--- config.mk ---
export PLATFORM = sky130hd
export DESIGN_NAME = rename_unit
export DESIGN_NICKNAME = d
export VERILOG_FILES = /design/src/common/rename_pkg.sv /design/src/common/map_lookup_if.sv /design/src/hw/prf_data.sv /design/src/hw/rename/free_list.sv /design/src/hw/rename/map_table.sv /design/src/hw/rename/rename.sv /design/src/hw/rename_unit.sv
export VERILOG_INCLUDE_DIRS = /design/src /design/src/common
export SDC_FILE = /design/constraint.sdc
export NUM_CORES = 2
export LEC_CHECK = 0
export CORE_AREA = 10 10 461 463
export CTS_CLUSTER_SIZE = 25
export DETAILED_ROUTE_END_ITERATION = 7
export DIE_AREA = 0 0 471 473
export DONT_BUFFER_PORTS = 1
export PLACE_DENSITY = 0.7
export SKIP_CTS_REPAIR_TIMING = 1
export SYNTH_ARGS = -nofsm -noshare
export SYNTH_HDL_FRONTEND = slang
export SYNTH_SLANG_ARGS = --single-unit
--- constraint.sdc ---
create_clock -name clk -period 3.8 [get_ports clk]
set_input_delay 0 -clock clk [delete_from_list [all_inputs] [get_ports clk]]
set_output_delay 0 -clock clk [all_outputs]
set_load 0.02 [all_outputs]
--- src/common/rename_macros.svh ---
`ifndef RENAME_MACROS_SVH
`define RENAME_MACROS_SVH

// Architectural integer registers including x0
`define RN_NUM_GPRS 32

// Physical registers shared by map and free list
`define RN_NUM_PREGS 64

// Register data width
`define RN_XLEN 32

`endif

--- src/common/rename_pkg.sv ---
`include "rename_macros.svh"

package rename_pkg;

    // Register indices
    typedef logic [$clog2(`RN_NUM_GPRS)-1:0]  t_gpr_id;
    typedef logic [$clog2(`RN_NUM_PREGS)-1:0] t_prf_id;

    // Register payload
    typedef logic [`RN_XLEN-1:0] t_reg_data;

    // Kind of destination operand
    typedef enum logic [1:0] {
        OP_NONE = 2'd0,
        OP_REG  = 2'd1,
        OP_IMM  = 2'd2
    } t_optype;

    // Decoded micro-op fields seen by rename
    typedef struct packed {
        t_optype dst_optype;
        t_gpr_id dst_gpr;
        t_gpr_id src1_gpr;
        t_gpr_id src2_gpr;
    } t_uinstr;

    // Rename result carried into rn1
    typedef struct packed {
        t_prf_id psrc1;
        t_prf_id psrc2;
        logic    psrc1_pend;
        logic    psrc2_pend;
        t_prf_id pdst;
        logic    pdst_valid;
    } t_rename_pkt;

endpackage

--- src/common/map_lookup_if.sv ---
`timescale 1ns/10ps

interface map_lookup_if;

    // Source lookup request
    rename_pkg::t_gpr_id src1_gpr;
    rename_pkg::t_gpr_id src2_gpr;

    // Destination update, applied at the accepting edge
    logic                alloc;
    rename_pkg::t_gpr_id dst_gpr;
    rename_pkg::t_prf_id new_pdst;

    // Lookup results from the current map
    rename_pkg::t_prf_id psrc1;
    rename_pkg::t_prf_id psrc2;
    logic                psrc1_pend;
    logic                psrc2_pend;

    modport stage (
        output src1_gpr, src2_gpr, alloc, dst_gpr, new_pdst,
        input  psrc1, psrc2, psrc1_pend, psrc2_pend
    );

    // Map side
    modport tbl (
        input  src1_gpr, src2_gpr, alloc, dst_gpr, new_pdst,
        output psrc1, psrc2, psrc1_pend, psrc2_pend
    );

endinterface

--- src/hw/prf_data.sv ---
`timescale 1ns/10ps

`include "rename_macros.svh"

module prf_data (
    input  logic                  clk,

    input  logic                  wr_en_ro0,
    input  rename_pkg::t_prf_id   wr_pdst_ro0,
    input  rename_pkg::t_reg_data wr_data_ro0,

    input  logic                  rd_en_rd0,
    input  rename_pkg::t_prf_id   rd_psrc_rd0,
    output rename_pkg::t_reg_data rd_data_rd1
);

    rename_pkg::t_reg_data mem_q [`RN_NUM_PREGS];

    // Writeback port
    always_ff @(posedge clk) begin
        if (wr_en_ro0) begin
            mem_q[wr_pdst_ro0] <= wr_data_ro0;
        end
    end

    // Read returns the old value on a same-cycle write to that entry
    always_ff @(posedge clk) begin
        if (rd_en_rd0) begin
            rd_data_rd1 <= mem_q[rd_psrc_rd0];
        end
    end

endmodule

--- src/hw/rename/free_list.sv ---
`timescale 1ns/10ps

`include "rename_macros.svh"

module free_list (
    input  logic                clk,
    input  logic                reset,

    input  logic                alloc_req,
    output rename_pkg::t_prf_id alloc_pdst,
    output logic                empty,

    input  logic                free_en,
    input  rename_pkg::t_prf_id free_pdst
);

    localparam int PTR_W         = $clog2(`RN_NUM_PREGS);
    localparam int FREE_AT_RESET = `RN_NUM_PREGS - `RN_NUM_GPRS;

    rename_pkg::t_prf_id fifo_q [`RN_NUM_PREGS];
    logic [PTR_W-1:0]    head_q;
    logic [PTR_W-1:0]    tail_q;
    logic [PTR_W:0]      count_q;

    assign alloc_pdst = fifo_q[head_q];
    assign empty      = (count_q == '0);

    always_ff @(posedge clk) begin
        if (reset) begin
            // Registers not mapped at reset start out free in ascending order
            for (int i = 0; i < FREE_AT_RESET; i++) begin
                fifo_q[i] <= rename_pkg::t_prf_id'(i + `RN_NUM_GPRS);
            end
            head_q  <= '0;
            tail_q  <= PTR_W'(FREE_AT_RESET % `RN_NUM_PREGS);
            count_q <= (PTR_W+1)'(FREE_AT_RESET);
        end else begin
            if (free_en) begin
                fifo_q[tail_q] <= free_pdst;
                tail_q         <= tail_q + 1'b1;
            end
            if (alloc_req) begin
                head_q <= head_q + 1'b1;
            end
            // Pop and push together leave the count alone
            case ({alloc_req, free_en})
                2'b10:   count_q <= count_q - 1'b1;
                2'b01:   count_q <= count_q + 1'b1;
                default: count_q <= count_q;
            endcase
        end
    end

endmodule

--- src/hw/rename/map_table.sv ---
`timescale 1ns/10ps

`include "rename_macros.svh"

module map_table (
    input  logic                clk,
    input  logic                reset,

    map_lookup_if.tbl           lookup,

    input  logic                wr_en_ro0,
    input  rename_pkg::t_prf_id wr_pdst_ro0
);

    rename_pkg::t_prf_id      map_q [`RN_NUM_GPRS];
    logic [`RN_NUM_PREGS-1:0] pend_q;

    logic wb_hit_src1;
    logic wb_hit_src2;

    // Architectural to physical map
    always_ff @(posedge clk) begin
        if (reset) begin
            // Identity map out of reset
            for (int i = 0; i < `RN_NUM_GPRS; i++) begin
                map_q[i] <= rename_pkg::t_prf_id'(i);
            end
        end else if (lookup.alloc) begin
            map_q[lookup.dst_gpr] <= lookup.new_pdst;
        end
    end

    // Pending bit per physical register
    always_ff @(posedge clk) begin
        if (reset) begin
            pend_q <= '0;
        end else begin
            if (wr_en_ro0) begin
                pend_q[wr_pdst_ro0] <= 1'b0;
            end
            // Allocated register waits for its writeback
            if (lookup.alloc) begin
                pend_q[lookup.new_pdst] <= 1'b1;
            end
        end
    end

    // Lookups see the current map without this cycle's update
    assign lookup.psrc1 = map_q[lookup.src1_gpr];
    assign lookup.psrc2 = map_q[lookup.src2_gpr];

    // Writeback landing this cycle already counts as ready
    assign wb_hit_src1 = wr_en_ro0 && (wr_pdst_ro0 == lookup.psrc1);
    assign wb_hit_src2 = wr_en_ro0 && (wr_pdst_ro0 == lookup.psrc2);

    assign lookup.psrc1_pend = pend_q[lookup.psrc1] & ~wb_hit_src1;
    assign lookup.psrc2_pend = pend_q[lookup.psrc2] & ~wb_hit_src2;

endmodule

--- src/hw/rename/rename.sv ---
`timescale 1ns/10ps

module rename (
    input  logic                    clk,
    input  logic                    reset,

    input  logic                    valid_rn0,
    input  rename_pkg::t_uinstr     uinstr_rn0,

    output logic                    stall_rn0,

    map_lookup_if.stage             lookup,

    output logic                    alloc_req,
    input  rename_pkg::t_prf_id     alloc_pdst,
    input  logic                    empty,

    output logic                    valid_rn1,
    output rename_pkg::t_rename_pkt rename_rn1
);

    logic                    needs_reg_rn0;
    logic                    accept_rn0;
    rename_pkg::t_rename_pkt rename_rn0;

    // Only integer destinations other than x0 take a new register
    assign needs_reg_rn0 = (uinstr_rn0.dst_optype == rename_pkg::OP_REG) &&
                           (uinstr_rn0.dst_gpr != '0);

    assign stall_rn0  = valid_rn0 & needs_reg_rn0 & empty;
    assign accept_rn0 = valid_rn0 & ~stall_rn0;
    assign alloc_req  = accept_rn0 & needs_reg_rn0;

    // Map lookup and update
    assign lookup.src1_gpr = uinstr_rn0.src1_gpr;
    assign lookup.src2_gpr = uinstr_rn0.src2_gpr;
    assign lookup.alloc    = alloc_req;
    assign lookup.dst_gpr  = uinstr_rn0.dst_gpr;
    assign lookup.new_pdst = alloc_pdst;

    always_comb begin
        rename_rn0.psrc1      = lookup.psrc1;
        rename_rn0.psrc2      = lookup.psrc2;
        rename_rn0.psrc1_pend = lookup.psrc1_pend;
        rename_rn0.psrc2_pend = lookup.psrc2_pend;
        rename_rn0.pdst_valid = needs_reg_rn0;
        // No destination means pdst reads as zero
        rename_rn0.pdst       = needs_reg_rn0 ? alloc_pdst : '0;
    end

    // rn0 -> rn1
    always_ff @(posedge clk) begin
        if (reset) begin
            valid_rn1 <= 1'b0;
        end else begin
            valid_rn1 <= accept_rn0;
        end
    end

    always_ff @(posedge clk) begin
        if (accept_rn0) begin
            rename_rn1 <= rename_rn0;
        end
    end

endmodule

--- src/hw/rename_unit.sv ---
`timescale 1ns/10ps

module rename_unit (
    input  logic                  clk,
    input  logic                  reset,

    input  logic                  valid_rn0,
    input  rename_pkg::t_optype   dst_optype,
    input  rename_pkg::t_gpr_id   dst_gpr,
    input  rename_pkg::t_gpr_id   src1_gpr,
    input  rename_pkg::t_gpr_id   src2_gpr,
    output logic                  stall_rn0,

    output logic                  valid_rn1,
    output rename_pkg::t_prf_id   psrc1_rn1,
    output rename_pkg::t_prf_id   psrc2_rn1,
    output rename_pkg::t_prf_id   pdst_rn1,
    output logic                  psrc1_pend_rn1,
    output logic                  psrc2_pend_rn1,
    output logic                  pdst_valid_rn1,

    input  logic                  wr_en_ro0,
    input  rename_pkg::t_prf_id   wr_pdst_ro0,
    input  rename_pkg::t_reg_data wr_data_ro0,

    input  logic                  rd_en_rd0,
    input  rename_pkg::t_prf_id   rd_psrc_rd0,
    output rename_pkg::t_reg_data rd_data_rd1,

    input  logic                  free_en,
    input  rename_pkg::t_prf_id   free_pdst
);

    rename_pkg::t_uinstr     uinstr_rn0;
    rename_pkg::t_rename_pkt rename_rn1;
    logic                    alloc_req;
    rename_pkg::t_prf_id     alloc_pdst;
    logic                    empty;

    map_lookup_if lookup_if ();

    // Pack micro-op
    assign uinstr_rn0.dst_optype = dst_optype;
    assign uinstr_rn0.dst_gpr    = dst_gpr;
    assign uinstr_rn0.src1_gpr   = src1_gpr;
    assign uinstr_rn0.src2_gpr   = src2_gpr;

    // Unpack rename result
    assign psrc1_rn1      = rename_rn1.psrc1;
    assign psrc2_rn1      = rename_rn1.psrc2;
    assign psrc1_pend_rn1 = rename_rn1.psrc1_pend;
    assign psrc2_pend_rn1 = rename_rn1.psrc2_pend;
    assign pdst_rn1       = rename_rn1.pdst;
    assign pdst_valid_rn1 = rename_rn1.pdst_valid;

    rename rename_i (
        .clk        ( clk        ),
        .reset      ( reset      ),
        .valid_rn0  ( valid_rn0  ),
        .uinstr_rn0 ( uinstr_rn0 ),
        .stall_rn0  ( stall_rn0  ),
        .lookup     ( lookup_if  ),
        .alloc_req  ( alloc_req  ),
        .alloc_pdst ( alloc_pdst ),
        .empty      ( empty      ),
        .valid_rn1  ( valid_rn1  ),
        .rename_rn1 ( rename_rn1 )
    );

    map_table map_table_i (
        .clk         ( clk         ),
        .reset       ( reset       ),
        .lookup      ( lookup_if   ),
        .wr_en_ro0   ( wr_en_ro0   ),
        .wr_pdst_ro0 ( wr_pdst_ro0 )
    );

    free_list free_list_i (
        .clk        ( clk        ),
        .reset      ( reset      ),
        .alloc_req  ( alloc_req  ),
        .alloc_pdst ( alloc_pdst ),
        .empty      ( empty      ),
        .free_en    ( free_en    ),
        .free_pdst  ( free_pdst  )
    );

    prf_data prf_data_i (
        .clk         ( clk         ),
        .wr_en_ro0   ( wr_en_ro0   ),
        .wr_pdst_ro0 ( wr_pdst_ro0 ),
        .wr_data_ro0 ( wr_data_ro0 ),
        .rd_en_rd0   ( rd_en_rd0   ),
        .rd_psrc_rd0 ( rd_psrc_rd0 ),
        .rd_data_rd1 ( rd_data_rd1 )
    );

endmodule

; Yosys cells after proc, flatten, opt, wreduce, memory -nomap -nowiden
; Memory sizes are Yosys's and may differ from the RTL's. A register that Yosys moved wholly into a read port is not among the register bits.
; Index checks and enable logic that the tools add are counted.
[totals]
regBits = 105
ramBits = 2624
input_bits = 73
output_inout_bits = 55
word_cells = 81
mem_count = 3
[classes]
n_addsub = 4
magnitude_cmp = 6
n_eq_ne = 5
muxes = 30
bitwise = 12
n_reduce_logical = 10
[memory_table]
columns = memory, depth, width, read_ports, rd_ports_with_merged_regs, write_ports, line
row1 = prf_data_i.mem_q, 64, 32, 1, 1, 1, prf_data.sv:17  ; rename_pkg::t_reg_data mem_q [`RN_NUM_PREGS];
row2 = free_list_i.fifo_q, 64, 6, 1, 1, 32, free_list.sv:20  ; rename_pkg::t_prf_id fifo_q [`RN_NUM_PREGS];
row3 = map_table_i.map_q, 32, 6, 2, 0, 32, map_table.sv:15  ; rename_pkg::t_prf_id map_q [`RN_NUM_GPRS];
[ops]
columns = op, n
row1 = $mux 64, 3
row2 = $and 64x64->64, 1
row3 = $not 64->64, 1
row4 = $or 64x64->64, 1
row5 = $mux 6, 5
row6 = $lt 6x7->1 const B, 4
row7 = $mux 1, 16
row8 = $pmux 7 s2, 1
row9 = $add 6x1->6 const B, 2
row10 = $bmux 1 s6, 2
row11 = $demux 1 s6, 2
row12 = $eq 6x6->1, 2
row13 = $ge 6x1->1 const B, 2
row14 = $reduce_or 6->1, 2
row15 = $add 7x1->7 const B, 1
row16 = $logic_not 7->1, 1
row17 = $sub 7x1->7 const B, 1
row18 = $and 1x1->1, 6
row19 = $logic_and 1x1->1, 5
row20 = $mux 5, 1
row21 = $reduce_bool 5->1, 1
row22 = $eq 2x1->1 const B, 2
row23 = $not 1->1, 3
row24 = $eq 2x2->1 const B, 1
row25 = $reduce_bool 2->1, 1

; Logic depth before layout (Yosys ltp)
[depth]
depth_word = 12
depth_mapped = 16
depth_no_buf = 16

; Hierarchy
; A second synthesis with hierarchy kept.
[hier_totals]
cells_unflattened = 5819
area_unflattened_um2 = 112525.4
[by_module_without_submodules]
columns = module, n_inst, cells_per_inst, area_per_inst_um2, seq_area_each_um2
row1 = prf_data, 1, 3324, 78835.6, 62459.9
row2 = free_list, 1, 1176, 17994.8, 12031.5
row3 = map_table, 1, 1259, 14739.1, 7046.8
row4 = rename, 1, 60, 955.9, 650.6

; Worst setup path before layout
; OpenSTA, ideal clock, no wires.
[synth_path]
path_kind = input to register
startpoint = in wr_pdst_ro0[3]
endpoint = mem prf_data_i.mem_q[4][0] (netlist name), enable pin
setup_ns = 0.462
t_arrival_ns = 2.892
t_required_ns = 3.338
slack_ns = 0.445
path_stages = 4
n_path_buf = 1
cell_sequence = clkbuf_1 nor3_1 nand3_1 nor3_1
[synth_rtl]
columns = item, line
row1 = start: declaration, rename_unit.sv:23  ; input rename_pkg::t_prf_id wr_pdst_ro0,
row2 = end: declaration, prf_data.sv:17
; No word-level cell before the write port.

==> results.toml <==
[run_status]
status = "complete, but fails checks"
violations = "hold timing, slew limit, setup timing"

[setup_path]
arrival_ps = 6490
crit_type = "in2reg"
critical_path.reg2reg.startpoint = "prf_data_i.mem_q[27][3]"
crit_fanout = 512
r2r_end = "prf_data_i.rd_data_rd1[3]"
r2r_setup_slack_ps = 160
critPathRequiredTime_ps = 4470
crit_path_start_kind = "primary input"
reg2reg_depth = 7
crit_path_end_kind = "register"

[floorplan]
core.rowCount = 166
die_area_um2 = 223000
boundaryPins = 128
coreArea_um2 = 204000
die_height_um = 473
start_util_pct = 54.6
die_w_um = 471

[grt]
antenna_found_initial = 14
grt_pass1_wl_um = 385000
grt.overflow.total = 0
grt_start_max_net_pins = 513
grtUsageTotal_pct = 23.5
grt_pass1_vias = 55400

[cells_and_area]
fillerInstances = 13700
syn2layout_area_growth_pct = 13.8
drive_gt1_share_pct = 28.1
stdcell_count = 8527
regArea_um2 = 82200
multi_input_area_um2 = 28000
nets = 5713

[synthesis]
async_reset_ff_share_pct = 0
avgSynthCellArea_um2 = 20.8
yosys_warnings = 0
yosys_most_used_dff = "edfxtp_1"
seq_area_frac_synth_pct = 74.0
synth.top_cell.area_share_pct = 72.4
ys_ff_latch = 2767
synthCells = 5329
synth-edff-count = 2677
syn_area_um2 = 111000
yosys.area.top_type = "edfxtp_1"
ys_top_cells_by_area = "edfxtp_1 72%, mux4_2 18%, dfxtp_1 1.6%"
yosysUniqueCellTypes = 58

[timing]
fin_crit_ps = 5820
fin_skew_ps = 59.4
hold_violations = 3
max_slew_margin_pct = -188
finalCritPeriodShare_pct = 153
maxSlewViolCount = 706
max_freq_mhz = 172
whs_ps = -88.5
setup_viol = 18
worstMarginPinSlew_ps = 4320
setup_ws_ps = -2020

[route]
dr.pass1.iters = 6
routed_via_density = 6.46
vias = 55100
routed_wl_um = 269000
drt_iter0_drc = 6828
postRouteAntennaNets = 0
drcViolationCount = 0
routedWlPerCell_um = 31.5

[hold_path]
min_path_cells = 3
min_to = "prf_data_i.rd_data_rd1[8]"
hp-start = "rd_psrc_rd0[1]"
hold_path.class = "in2reg"

[pwr]
peakVddDrop_mv = 0.524
p_per_area_nw_per_um2 = 507
p_leak_nw = 38.9
p_total_mw = 64.1

[place]
portBuffers = 0
hpwl_um = 141000
dp_slack_ps = 391
place.gp.congestion = 0.822
place_inst = 7824

[clock_network]
clock_sinks = 2767
clk_pin_slew_ps = 60
htree_levels = 5
tritoncts = "done"
cts_buffer_depth = 4
root_buffer = "clkbuf_16"
numCtsBuffers = 295
clk_latency_ps = 930

[job]
cap_violations = 0
[layout by cell type, fill, tap and decap left out, types with 11 or more instances in the layout]
cell              n
a21oi_1          75
a22oi_1          16
and2_1           38
buf_12           20
buf_16           40
buf_4           130
bufinv_16        13
clkbuf_1         65
clkbuf_16       303
clkinv_1         60
clkinv_2         43
dfxtp_1          87
dlygate4sd3_1   151
edfxtp_1       2677
inv_1            15
mux2_2           50
mux2i_1          84
mux4_2          882
nand2_1         255
nand2b_1         48
nand3_1          24
nor2_1          249
nor2_4           68
nor2b_1          21
nor3_1           46
o21ai_0          87
or2_2            42
or3_1            73
xnor2_1          13
xor2_1           11
[layout make-up]
class | count | area share [%]
antenna | 6 | 0.0119
clock buffer | 374 | 6.25
clock inverter | 126 | 0.725
inverter | 18 | 0.0535
multi-input combinational | 2207 | 22.1
sequential | 2767 | 65.0
tap | 2688 | 2.66
timing repair buffer | 341 | 3.16
[report_power, final]
part           switching, mW  internal, mW  total, mW
Combinational           1.78          1.69       3.47
Clock                   11.2          15.5       26.7
Sequential             0.198          33.8       34.0
[synthesized netlist by cell type (42+ instances only)]
| cell type | n |
|---|---|
| edfxtp_1 | 2677 |
| mux4_2 | 882 |
| nor2_1 | 311 |
| nand2_1 | 255 |
| clkbuf_1 | 215 |
| dfxtp_1 | 90 |
| o21ai_0 | 87 |
| mux2i_1 | 84 |
| a21oi_1 | 75 |
| or3_1 | 73 |
| buf_1 | 70 |
| mux2_2 | 50 |
| nand2b_1 | 48 |
| nor3_1 | 48 |
| or2_2 | 42 |
[state kept, by name, summed over array words and instances (netlist names), named ones only]
register	cells
map_table_i.map_q	192
free_list_i.tail_q	6
free_list_i.count_q	7
free_list_i.fifo_q	384
prf_data_i.mem_q	2048
rename_i.rename_rn1	21
free_list_i.head_q	6
rename_i.valid_rn1	1
prf_data_i.rd_data_rd1	32
map_table_i.pend_q	64
[worst max path at each step]
stage	to	cells past startpoint	start
2_1_floorplan	prf_data_i.mem_q[4][0]	4	wr_pdst_ro0[3]
3_3_place_gp	free_list_i.count_q[6]	16	free_list_i.count_q[3]
3_5_place_dp	free_list_i.count_q[6]	16	free_list_i.count_q[3]
4_1_cts	free_list_i.count_q[6]	16	free_list_i.count_q[3]
5_1_grt	free_list_i.count_q[6]	16	free_list_i.count_q[3]
6_report	prf_data_i.rd_data_rd1[3]	7	rd_psrc_rd0[0]
[metal layers]
metal | GRT usage (%) | part of all wire [%] | routed length, um | up-vias
met5 | 0 | 0.0078 | 21 | -
met2 | 37.5 | 49 | 132000 | 2793
met4 | 7.51 | 3.1 | 8330 | 4
li1 | - | - | - | 22600
met1 | 32.1 | 38 | 103000 | 29200
met3 | 5.91 | 9.3 | 25100 | 483
[critical path, cell delays in order]
cell           delay (ps)
mux4_2               1970
mux4_2                480
dlygate4sd3_1         580
mux2i_1               210
dlygate4sd3_1         630
o21ai_0                80
dlygate4sd3_1         580
[cells by family (layout without fill, tap and decap cells)]
| logic type | count (synthesis) | after routing | synth area share, % |
|---|---|---|---|
| DFF | 2767 | 2767 | 74.0 |
| muxes | 1022 | 1022 | 19.3 |
| and+or+nand+nor | 911 | 911 | 3.83 |
| buffers and inverters | 360 | 859 | 1.36 |
| AOI/OAI and AO/OA | 234 | 234 | 1.23 |
| xor gates and xnor gates | 24 | 24 | 0.189 |
| adders and majority gates | 10 | 10 | 0.119 |
| other | 1 | 12 | 0.00338 |
[stage by stage]
stage	TNS (ps)	utilization [%]	hold slack (ps)	area (um^2)
final	-18220	62.1	-88.5	126000
after global routing	-0.385	62.1	-2.20	126000
after CTS	0	60.8	-898	124000
after detailed placement	0	56.4	99.8	115000
after global placement	0	56.4	94.8	115000
after floorplan	0	-	98.9	111000
No activity file was read; power rests on OpenSTA's default activity.
